**config.mk**
```make
export PLATFORM = sky130hd
export DESIGN_NAME = receive_top
export DESIGN_NICKNAME = d
export VERILOG_FILES = /design/src/source/receive_pkg.sv /design/src/source/channel_mux.sv /design/src/source/receive_top.sv /design/src/source/sample_differentiator.sv /design/src/source/sample_discriminator.sv /design/src/source/sparse_sample_buffer.sv
export SDC_FILE = /design/constraint.sdc
export NUM_CORES = 2
export LEC_CHECK = 0
export ABC_AREA = 0
export BUFFER_PORTS_ARGS = -buffer_cell sky130_fd_sc_hd__buf_2
export CORE_MARGIN = 1
export CORE_UTILIZATION = 25
export DETAILED_ROUTE_END_ITERATION = 10
export PLACE_DENSITY = 0.44
export SETUP_SLACK_MARGIN = 0.15
export SLEW_MARGIN = 10
export SYNTH_ARGS = -nofsm -noshare
export SYNTH_HDL_FRONTEND = slang
export SYNTH_MEMORY_MAX_BITS = 65536
export SYNTH_SLANG_ARGS = --single-unit
```
**constraint.sdc**
```tcl
create_clock -name clk -period 5.1 [get_ports clk]
set_input_delay 0 -clock clk [delete_from_list [all_inputs] [get_ports clk]]
set_output_delay 0 -clock clk [all_outputs]
set_load 0.05 [all_outputs]
```
**src/source/receive_pkg.sv**
```systemverilog
/* receive subsystem shared types
   sample beats, per-stage channel words and the sparse buffer word */
`default_nettype none

package receive_pkg;

  //////////////////////////////
  // sizes
  //////////////////////////////
  localparam int sample_width = 16;
  localparam int parallel_samples = 2;
  localparam int timestamp_width = 32;

  // channel count the readout index is sized for
  localparam int default_channels = 2;
  localparam int channel_index_width = $clog2(default_channels);

  //////////////////////////////
  // sample data
  //////////////////////////////
  typedef logic signed [sample_width-1:0] sample_t;

  // lane 0 is the oldest sample of the beat
  typedef sample_t [parallel_samples-1:0] sample_beat_t;

  // one channel's beat between pipeline stages
  typedef struct packed {
    logic         valid;
    sample_beat_t data;
  } channel_beat_t;

  // discriminator result for one channel
  typedef struct packed {
    logic                       keep;
    logic                       run_start;
    logic [timestamp_width-1:0] timestamp;
    sample_beat_t               data;
  } kept_beat_t;

  //////////////////////////////
  // buffer words
  //////////////////////////////
  // a stored word holds either the start time of a run or one beat
  typedef union packed {
    logic [timestamp_width-1:0] timestamp;
    sample_beat_t               samples;
  } buffer_payload_u;

  typedef struct packed {
    logic            is_timestamp;
    buffer_payload_u payload;
  } buffer_word_t;

  // word on the readout stream, tagged with its source channel
  typedef struct packed {
    logic [channel_index_width-1:0] channel;
    buffer_word_t                   word;
  } readout_t;

endpackage

`default_nettype wire

```
**src/source/channel_mux.sv**
```systemverilog
/* channel mux
   picks the raw or differentiated stream per channel from a latched select */
`default_nettype none

module channel_mux #(
  parameter int channels = 2
) (
  input  wire logic                                      clk,
  input  wire logic                                      reset,
  input  wire receive_pkg::channel_beat_t [channels-1:0] raw_in,
  input  wire receive_pkg::channel_beat_t [channels-1:0] diff_in,
  input  wire logic [channels-1:0]                       diff_select,
  input  wire logic                                      select_load,
  output receive_pkg::channel_beat_t [channels-1:0]      mux_out
);

  // 1 picks the differentiated stream
  logic [channels-1:0] select_q;

  logic [channels-1:0] valid_q;
  receive_pkg::sample_beat_t [channels-1:0] data_q;

  // the beat sampled on the load edge still sees the old select
  always_ff @(posedge clk) begin
    if (reset) begin
      select_q <= '0;
      valid_q <= '0;
    end else begin
      if (select_load) begin
        select_q <= diff_select;
      end
      for (int ch = 0; ch < channels; ch++) begin
        valid_q[ch] <= select_q[ch] ? diff_in[ch].valid : raw_in[ch].valid;
      end
    end
  end

  always_ff @(posedge clk) begin
    for (int ch = 0; ch < channels; ch++) begin
      data_q[ch] <= select_q[ch] ? diff_in[ch].data : raw_in[ch].data;
    end
  end

  always_comb begin
    for (int ch = 0; ch < channels; ch++) begin
      mux_out[ch].valid = valid_q[ch];
      mux_out[ch].data = data_q[ch];
    end
  end

endmodule

`default_nettype wire

```
**src/source/receive_top.sv**
```systemverilog
/* receive subsystem top
   differentiator, channel mux, discriminator and sparse buffer in a chain */
`default_nettype none

module receive_top #(
  parameter int channels = receive_pkg::default_channels,
  parameter int buffer_depth = 64
) (
  input  wire logic                                      clk,
  input  wire logic                                      reset,
  input  wire receive_pkg::channel_beat_t [channels-1:0] adc_in,
  input  wire receive_pkg::sample_t [channels-1:0]       threshold_high,
  input  wire receive_pkg::sample_t [channels-1:0]       threshold_low,
  input  wire logic                                      threshold_load,
  input  wire logic [channels-1:0]                       diff_select,
  input  wire logic                                      mux_load,
  input  wire logic                                      capture_start,
  input  wire logic                                      capture_stop,
  output receive_pkg::readout_t                          out_data,
  output logic                                           out_valid,
  input  wire logic                                      out_ready,
  output logic                                           capturing,
  output logic                                           overflow
);

  // registered configuration
  logic threshold_load_q;
  logic mux_load_q;
  receive_pkg::sample_t [channels-1:0] threshold_high_q;
  receive_pkg::sample_t [channels-1:0] threshold_low_q;
  logic [channels-1:0] diff_select_q;

  // capture pulses, 3 deep to match the datapath
  logic [2:0] start_pipe;
  logic [2:0] stop_pipe;

  receive_pkg::channel_beat_t [channels-1:0] raw_beats;
  receive_pkg::channel_beat_t [channels-1:0] diff_beats;
  receive_pkg::channel_beat_t [channels-1:0] mux_beats;
  receive_pkg::kept_beat_t [channels-1:0] kept_beats;

  always_ff @(posedge clk) begin
    if (reset) begin
      threshold_load_q <= 1'b0;
      mux_load_q <= 1'b0;
      start_pipe <= '0;
      stop_pipe <= '0;
    end else begin
      threshold_load_q <= threshold_load;
      mux_load_q <= mux_load;
      start_pipe <= {start_pipe[1:0], capture_start};
      stop_pipe <= {stop_pipe[1:0], capture_stop};
    end
  end

  always_ff @(posedge clk) begin
    threshold_high_q <= threshold_high;
    threshold_low_q <= threshold_low;
    diff_select_q <= diff_select;
  end

  sample_differentiator #(.channels(channels)) differentiator_inst (
    .clk, .reset, .adc_in, .raw_out(raw_beats), .diff_out(diff_beats)
  );

  channel_mux #(.channels(channels)) mux_inst (
    .clk, .reset, .raw_in(raw_beats), .diff_in(diff_beats),
    .diff_select(diff_select_q), .select_load(mux_load_q), .mux_out(mux_beats)
  );

  // the arm reaches the discriminator one stage ahead of the buffer
  sample_discriminator #(.channels(channels)) discriminator_inst (
    .clk, .reset, .beat_in(mux_beats),
    .threshold_high(threshold_high_q), .threshold_low(threshold_low_q),
    .threshold_load(threshold_load_q), .capture_arm(start_pipe[1]), .kept_out(kept_beats)
  );

  sparse_sample_buffer #(.channels(channels), .buffer_depth(buffer_depth)) buffer_inst (
    .clk, .reset, .kept_in(kept_beats),
    .capture_start(start_pipe[2]), .capture_stop(stop_pipe[2]),
    .capturing, .overflow, .out_data, .out_valid, .out_ready
  );

endmodule

`default_nettype wire

```
**src/source/sample_differentiator.sv**
```systemverilog
/* sample differentiator
   registers each raw beat next to its halved first difference */
`default_nettype none

module sample_differentiator #(
  parameter int channels = 2
) (
  input  wire logic                                        clk,
  input  wire logic                                        reset,
  input  wire receive_pkg::channel_beat_t [channels-1:0]   adc_in,
  output receive_pkg::channel_beat_t [channels-1:0]        raw_out,
  output receive_pkg::channel_beat_t [channels-1:0]        diff_out
);

  // last sample of the previous valid beat, per channel
  receive_pkg::sample_t [channels-1:0] last_sample;

  logic [channels-1:0] valid_q;
  receive_pkg::sample_beat_t [channels-1:0] raw_q;
  receive_pkg::sample_beat_t [channels-1:0] diff_q;
  receive_pkg::sample_beat_t [channels-1:0] diff_next;

  always_comb begin
    receive_pkg::sample_t [receive_pkg::parallel_samples:0] ext;
    logic signed [receive_pkg::sample_width:0] delta;
    for (int ch = 0; ch < channels; ch++) begin
      // ext[i] is the sample just before lane i
      ext = {adc_in[ch].data, last_sample[ch]};
      for (int lane = 0; lane < receive_pkg::parallel_samples; lane++) begin
        // one extra bit so the halved difference never wraps
        delta = ext[lane+1] - ext[lane];
        diff_next[ch][lane] = delta[receive_pkg::sample_width:1];
      end
    end
  end

  always_ff @(posedge clk) begin
    if (reset) begin
      valid_q <= '0;
      last_sample <= '0;
    end else begin
      for (int ch = 0; ch < channels; ch++) begin
        valid_q[ch] <= adc_in[ch].valid;
        if (adc_in[ch].valid) begin
          last_sample[ch] <= adc_in[ch].data[receive_pkg::parallel_samples-1];
        end
      end
    end
  end

  always_ff @(posedge clk) begin
    for (int ch = 0; ch < channels; ch++) begin
      raw_q[ch] <= adc_in[ch].data;
    end
    diff_q <= diff_next;
  end

  always_comb begin
    for (int ch = 0; ch < channels; ch++) begin
      raw_out[ch].valid = valid_q[ch];
      raw_out[ch].data = raw_q[ch];
      diff_out[ch].valid = valid_q[ch];
      diff_out[ch].data = diff_q[ch];
    end
  end

endmodule

`default_nettype wire

```
**src/source/sample_discriminator.sv**
```systemverilog
/* sample discriminator
   hysteresis gate per channel with beat counter and run start flag */
`default_nettype none

module sample_discriminator #(
  parameter int channels = 2
) (
  input  wire logic                                      clk,
  input  wire logic                                      reset,
  input  wire receive_pkg::channel_beat_t [channels-1:0] beat_in,
  input  wire receive_pkg::sample_t [channels-1:0]       threshold_high,
  input  wire receive_pkg::sample_t [channels-1:0]       threshold_low,
  input  wire logic                                      threshold_load,
  input  wire logic                                      capture_arm,
  output receive_pkg::kept_beat_t [channels-1:0]         kept_out
);

  receive_pkg::sample_t [channels-1:0] high_q;
  receive_pkg::sample_t [channels-1:0] low_q;

  // saving also means the last valid beat was kept
  logic [channels-1:0] saving;
  // armed but no beat kept yet since the arm
  logic [channels-1:0] arm_fresh;
  logic arm_q;
  logic arm_rise;

  logic [channels-1:0][receive_pkg::timestamp_width-1:0] count;

  logic [channels-1:0] keep_now;
  logic [channels-1:0] start_now;

  logic [channels-1:0] keep_q;
  logic [channels-1:0] run_start_q;
  logic [channels-1:0][receive_pkg::timestamp_width-1:0] stamp_q;
  receive_pkg::sample_beat_t [channels-1:0] data_q;

  assign arm_rise = capture_arm && !arm_q;

  //////////////////////////////
  // keep decision
  //////////////////////////////
  always_comb begin
    logic any_above;
    logic all_below;
    for (int ch = 0; ch < channels; ch++) begin
      any_above = 1'b0;
      all_below = 1'b1;
      for (int lane = 0; lane < receive_pkg::parallel_samples; lane++) begin
        if ($signed(beat_in[ch].data[lane]) > $signed(high_q[ch])) begin
          any_above = 1'b1;
        end
        if (!($signed(beat_in[ch].data[lane]) < $signed(low_q[ch]))) begin
          all_below = 1'b0;
        end
      end
      // while saving only an all-low beat ends the run, and is dropped
      keep_now[ch] = beat_in[ch].valid && (saving[ch] ? !all_below : any_above);
      start_now[ch] = keep_now[ch] && (!saving[ch] || arm_fresh[ch] || arm_rise);
    end
  end

  //////////////////////////////
  // state and counters
  //////////////////////////////
  always_ff @(posedge clk) begin
    if (reset) begin
      arm_q <= 1'b0;
      saving <= '0;
      arm_fresh <= '0;
      count <= '0;
      keep_q <= '0;
      run_start_q <= '0;
    end else begin
      arm_q <= capture_arm;
      for (int ch = 0; ch < channels; ch++) begin
        keep_q[ch] <= keep_now[ch];
        run_start_q[ch] <= start_now[ch];
        if (beat_in[ch].valid) begin
          saving[ch] <= keep_now[ch];
          count[ch] <= count[ch] + 1'b1;
        end
        if (keep_now[ch]) begin
          arm_fresh[ch] <= 1'b0;
        end else if (arm_rise) begin
          arm_fresh[ch] <= 1'b1;
        end
      end
    end
  end

  always_ff @(posedge clk) begin
    if (threshold_load) begin
      high_q <= threshold_high;
      low_q <= threshold_low;
    end
    // count before this beat, i.e. its index since reset
    stamp_q <= count;
    for (int ch = 0; ch < channels; ch++) begin
      data_q[ch] <= beat_in[ch].data;
    end
  end

  always_comb begin
    for (int ch = 0; ch < channels; ch++) begin
      kept_out[ch].keep = keep_q[ch];
      kept_out[ch].run_start = run_start_q[ch];
      kept_out[ch].timestamp = stamp_q[ch];
      kept_out[ch].data = data_q[ch];
    end
  end

endmodule

`default_nettype wire

```
**src/source/sparse_sample_buffer.sv**
```systemverilog
/* sparse sample buffer
   stores kept runs per channel, then drains them channel by channel */
`default_nettype none

module sparse_sample_buffer #(
  parameter int channels = 2,
  parameter int buffer_depth = 64
) (
  input  wire logic                                   clk,
  input  wire logic                                   reset,
  input  wire receive_pkg::kept_beat_t [channels-1:0] kept_in,
  input  wire logic                                   capture_start,
  input  wire logic                                   capture_stop,
  output logic                                        capturing,
  output logic                                        overflow,
  output receive_pkg::readout_t                       out_data,
  output logic                                        out_valid,
  input  wire logic                                   out_ready
);

  localparam int addr_width = $clog2(buffer_depth);
  localparam int count_width = addr_width + 1;

  typedef enum logic [1:0] {st_idle, st_capture, st_drain} state_t;
  state_t state;

  receive_pkg::buffer_word_t mem [channels][buffer_depth];

  logic [channels-1:0][count_width-1:0] wr_count;
  logic [channels-1:0][count_width-1:0] wr_base;
  logic [channels-1:0] full;
  logic [channels-1:0] take;
  logic [channels-1:0] wr_en;
  logic [channels-1:0] fill_pend;
  receive_pkg::buffer_word_t [channels-1:0] ts_word;
  receive_pkg::buffer_word_t [channels-1:0] data_word;
  receive_pkg::buffer_word_t [channels-1:0] wr_word;

  // holds the beat behind a timestamp word
  logic [channels-1:0] pend_valid;
  receive_pkg::buffer_word_t [channels-1:0] pend_word;

  logic start_now;
  logic accept;
  logic [receive_pkg::channel_index_width-1:0] rd_ch;
  logic [count_width-1:0] rd_addr;
  logic drain_step;
  logic has_word;

  assign capturing = (state == st_capture);
  assign start_now = (state == st_idle) && capture_start;
  // the beat that lines up with the stop is not stored
  assign accept = start_now || ((state == st_capture) && !capture_stop);

  assign drain_step = (state == st_drain) && (!out_valid || out_ready);
  assign has_word = rd_addr < wr_count[rd_ch];

  //////////////////////////////
  // write side
  //////////////////////////////
  always_comb begin
    for (int ch = 0; ch < channels; ch++) begin
      ts_word[ch].is_timestamp = 1'b1;
      ts_word[ch].payload.timestamp = kept_in[ch].timestamp;
      data_word[ch].is_timestamp = 1'b0;
      data_word[ch].payload.samples = kept_in[ch].data;
      wr_base[ch] = start_now ? '0 : wr_count[ch];
      full[ch] = (wr_base[ch] == count_width'(buffer_depth));
      take[ch] = accept && kept_in[ch].keep;
      // pending drains first; a run start needs a gap, so it never meets a full pending
      wr_en[ch] = pend_valid[ch] || take[ch];
      if (pend_valid[ch]) begin
        wr_word[ch] = pend_word[ch];
      end else if (kept_in[ch].run_start) begin
        wr_word[ch] = ts_word[ch];
      end else begin
        wr_word[ch] = data_word[ch];
      end
      fill_pend[ch] = take[ch] && (pend_valid[ch] || kept_in[ch].run_start);
    end
  end

  always_ff @(posedge clk) begin
    for (int ch = 0; ch < channels; ch++) begin
      if (wr_en[ch] && !full[ch]) begin
        mem[ch][wr_base[ch][addr_width-1:0]] <= wr_word[ch];
      end
      pend_word[ch] <= data_word[ch];
    end
  end

  //////////////////////////////
  // control and drain
  //////////////////////////////
  always_ff @(posedge clk) begin
    if (reset) begin
      state <= st_idle;
      wr_count <= '0;
      pend_valid <= '0;
      overflow <= 1'b0;
      rd_ch <= '0;
      rd_addr <= '0;
      out_valid <= 1'b0;
    end else begin
      if (start_now) begin
        overflow <= 1'b0;
      end
      for (int ch = 0; ch < channels; ch++) begin
        pend_valid[ch] <= fill_pend[ch];
        if (wr_en[ch] && full[ch]) begin
          overflow <= 1'b1;
          wr_count[ch] <= wr_base[ch];
        end else if (wr_en[ch]) begin
          wr_count[ch] <= wr_base[ch] + 1'b1;
        end else begin
          wr_count[ch] <= wr_base[ch];
        end
      end
      case (state)
        st_idle: begin
          if (capture_start) state <= st_capture;
        end
        st_capture: begin
          if (capture_stop) begin
            state <= st_drain;
            rd_ch <= '0;
            rd_addr <= '0;
          end
        end
        default: begin
          if (drain_step) begin
            if (has_word) begin
              out_valid <= 1'b1;
              rd_addr <= rd_addr + 1'b1;
            end else begin
              out_valid <= 1'b0;
              rd_addr <= '0;
              if (rd_ch == receive_pkg::channel_index_width'(channels - 1)) begin
                state <= st_idle;
              end else begin
                rd_ch <= rd_ch + 1'b1;
              end
            end
          end
        end
      endcase
    end
  end

  // output word holds until it is taken
  always_ff @(posedge clk) begin
    if (drain_step && has_word) begin
      out_data.channel <= rd_ch;
      out_data.word <= mem[rd_ch][rd_addr[addr_width-1:0]];
    end
  end

endmodule

`default_nettype wire
```
==> results.md <==
* PortBufs at ~180
* Critical Path Stages at 12
* Most frequent CP cell: nand2_1
* Number of synthesized flops with an enable pin at 4322
* Nature of the critical path endpoint: flop
* Relative slew slack at 11.52%
* CP peak stage delay at 0.58 ns
* Most frequent cell after synthesis: edfxtp_1
* Die Area at approximately 0.75 mm²
* Clk sinks at ~4900
* Final setup viols at 0
* Synth top area share at between 60% and 70%
* Hold Slack at roughly 0.091 ns
* VDD IR max at 392.5 µV
* Synth Cell Area at between 0.15 and 0.2 mm²
* Vias in the first global route at about 97000
* Clock Tree Root: clkbuf_16
* Crit path cell chain: nor2_1 -> nand2_1 -> buf_4 -> nand2_1 -> ha_1 -> nand2_1 -> nor3_1 -> a21oi_1 -> nor2b_1 -> nand2_1 -> nor2_4 -> buf_4
* Post-Synthesis Cells at around 8400
* Seq cells post-synth at 4919
* Finished Cell Area at 0.2241 mm²
* Top_reg_cell synth: edfxtp_1
* GP Congestion at roughly 0.8
* Final Critical Period at ~4.3 ns
* Multiplexer share of the synthesized area at 17.93%
* WS Path Type: reg -> reg
* Overall power at ~86 mW
* GRT Total Usage at 15.16%
* DR iter-0 viols at approximately 10000
* CTS tree: yes
* HP Class: in -> reg
* Startpoint types: flop
* Total CTS buffers at about 540
* # IOs at 176
* Cell variety after synth at 55
* Area after DPL at between 0.2 and 0.25 mm²
* Placed cell count at 18480
* Status: completed
* Buf/Inv on CP at 2
* Max-cap violations at 0
* Antenna Violating Nets Remaining at 0
* RSZ-0062 raised after global routing: no
* Post-synth net total at just under 9000
* Yosys top cell by area: edfxtp_1
* R2R cell count at 12
* Compound-Gate Fraction of Synth Area at under 10%
* Max Freq at around 230 MHz
* Via/cell ratio at 4.658
* Synth Area in XOR/XNOR at less than 1%
* Worst EP required at 5.76 ns
* Initial Utilization at 25.11%
* Clk buf depth at 4
* Synth Area per Inst at roughly 22 µm²
* Final Core Density at a little under a third
* Worst-path clk slew at about 0.060 ns
* Crit-path max FO at 33
* DIE HEIGHT at slightly below 900 µm
* Power Density at 385.4 mW/mm²
* Post-route setup TNS at 0 ns
* H-tree levels at 6
* Non-Filler Instances at ~20000
* Seq/Total Area, Yosys at about three quarters
* Synth warn at 0
* Initial antenna violation count at 130
* # Post-CTS Setup Buffers at 0
* Total core area at between 0.7 and 0.8 mm²
* Largest net degree at the start of global routing at 78
* Crit path DAT at about 4.9 ns
* Worst-margin pin slew at approximately 1.3 ns
* Drt pass-1 iters at 6
* Hold path depth at 5
* Largest cells by area after synthesis: edfxtp_1 (70%), mux4_2 (17%), dfxtp_1 (6.4%)
* Net count, final at slightly below 10000
* Placement Setup Slack at 0.8756 ns
* P&R area growth vs syn at 20.39%
* Simple-Gate Fraction of Synth Area at between 1.5 and 2%
* Clk Latency, worst-skew pair at about 1.1 ns
* Site Rows at roughly 320
* Leakage power at a little under 70 nW
* Die width at roughly 860 µm
* Crit share post-route at 83.55%
* Routed len/inst at 29.39 µm
* Final WL at approximately 580000 µm
* Final setup margin at about 0.84 ns
* Largest family of logic cells by synthesized area: multiplexers
* DR vias at about 90000
* FFs w/ async S/R, synth at 0%
* Clock skew at approximately 0.084 ns
* Remaining global-route overflow at 0
* Dpl hpwl at between 300000 and 400000 µm
* Layout cells sized above 1 at between 30% and 40%
* Synth cell count leaders: edfxtp_1 (4322), mux4_2 (1386), dfxtp_1 (597), nor2_1 (289), clkbuf_1 (248)
* Remaining DRCs at 0
* Synth Area in Adders at 1.367%
* Fin. Hold Viols at 0
* First-pass GRT wire length at 796900 µm
* Top delay family on crit path: simple AND/OR/NAND/NOR gates
* Final slew viol count at 0
* Crit-path slowest cell: buf_4
-- worst reg2reg max path, cell delays in order (launching register included) --
cell     delay [ns]
dfxtp_1        0.50
nor2_1         0.12
nand2_1        0.26
buf_4          0.28
nand2_1        0.14
ha_1           0.25
nand2_1        0.09
nor3_1         0.08
a21oi_1        0.53
nor2b_1        0.32
nand2_1        0.45
nor2_4         0.22
buf_4          0.58
-- report_power, final --
part | total, mW | internal, mW | leakage, nW | switching (mW)
registers | 44.9 | 44.7 | 43.9 | 0.208
clock network | 38.0 | 21.8 | 8.33 | 16.2
logic | 3.47 | 0.884 | 16.3 | 2.59
total | 86.4 | 67.4 | 68.6 | 19.0
-- final cells by class --
| type | count | area [µm²] |
|---|---|---|
| sequential | 4919 | 141800 |
| clock buffer | 681 | 14380 |
| timing repair buffer | 852 | 8217 |
| tap | 9858 | 12330 |
| clock inverter | 286 | 2615 |
| multi-input combinational | 2957 | 43930 |
| inverter | 171 | 641.9 |
| antenna | 96 | 240.2 |
| fill | 71560 | 517200 |
-- registers in the layout, indices dropped and copies added, names as in the netlist, 3 cells and up, named ones only --
register	cells
threshold_low_q	32
stop_pipe	3
buffer_inst.pend_word	64
start_pipe	3
buffer_inst.wr_count	14
differentiator_inst.raw_out	64
buffer_inst.rd_addr	7
discriminator_inst.high_q	32
threshold_high_q	32
discriminator_inst.count	64
differentiator_inst.last_sample	32
differentiator_inst.diff_out	64
buffer_inst.out_data	34
mux_inst.mux_out	64
buffer_inst.mem	4224
discriminator_inst.low_q	32
discriminator_inst.kept_out	128
-- per-layer routing --
| layer | part of all wire [%] | wire length, µm | GRT usage [%] |
|---|---|---|---|
| met1 | 44 | 257000 | 21.66 |
| met2 | 45 | 264500 | 23.59 |
| met3 | 8.6 | 49870 | 3.542 |
| met4 | 1.9 | 10920 | 3.251 |
| met5 | 0.031 | 180 | 0 |
-- worst paths after layout --
kind                                endpoint  slack, ns                             from
max                  buffer_inst.mem[1][461]       0.84             buffer_inst.state[0]
min          differentiator_inst.diff_out[0]       0.09                        adc_in[0]
max reg2reg          buffer_inst.mem[1][461]       0.84             buffer_inst.state[0]
min reg2reg        buffer_inst.pend_word[47]       0.35  discriminator_inst.kept_out[80]
-- placed cells by master (no fill, tap or decap), types with 63 or more instances in the layout --
cell,Yosys,final
nor2_1,289,161
edfxtp_1,4322,4322
o21ai_4,0,64
mux2i_1,108,108
ha_1,197,197
nor2_4,0,127
buf_4,0,273
xnor2_1,70,70
clkbuf_1,248,115
diode_2,0,96
clkinv_1,0,103
buf_2,96,174
clkinv_2,0,91
nand2_1,170,170
clkbuf_16,0,548
dfxtp_1,597,585
mux4_2,1386,1386
a21oi_1,85,85
o21ai_0,127,63
mux2_2,97,97
buf_12,0,124
inv_1,171,169
dlygate4sd3_1,0,280
-- timing repair --
action                                 4_1_cts  5_1_grt
hold buffers                               280        0
endpoints found under the hold margin      327        0
resized for setup                            0        0
-- cell families (layout without fill, tap and decap cells) --
group                    Yosys count  in the layout
buffers and inverters            554           1990
flip-flops                      4919           4919
AO/OA/AOI/OAI                    345            345
multiplexers                    1591           1591
XOR/XNOR                         116            116
other                              0             96
adder cells (fa/ha/maj)          201            201
AND/OR/NAND/NOR                  704            704
Note: power is estimated with default switching activity, not from simulation.
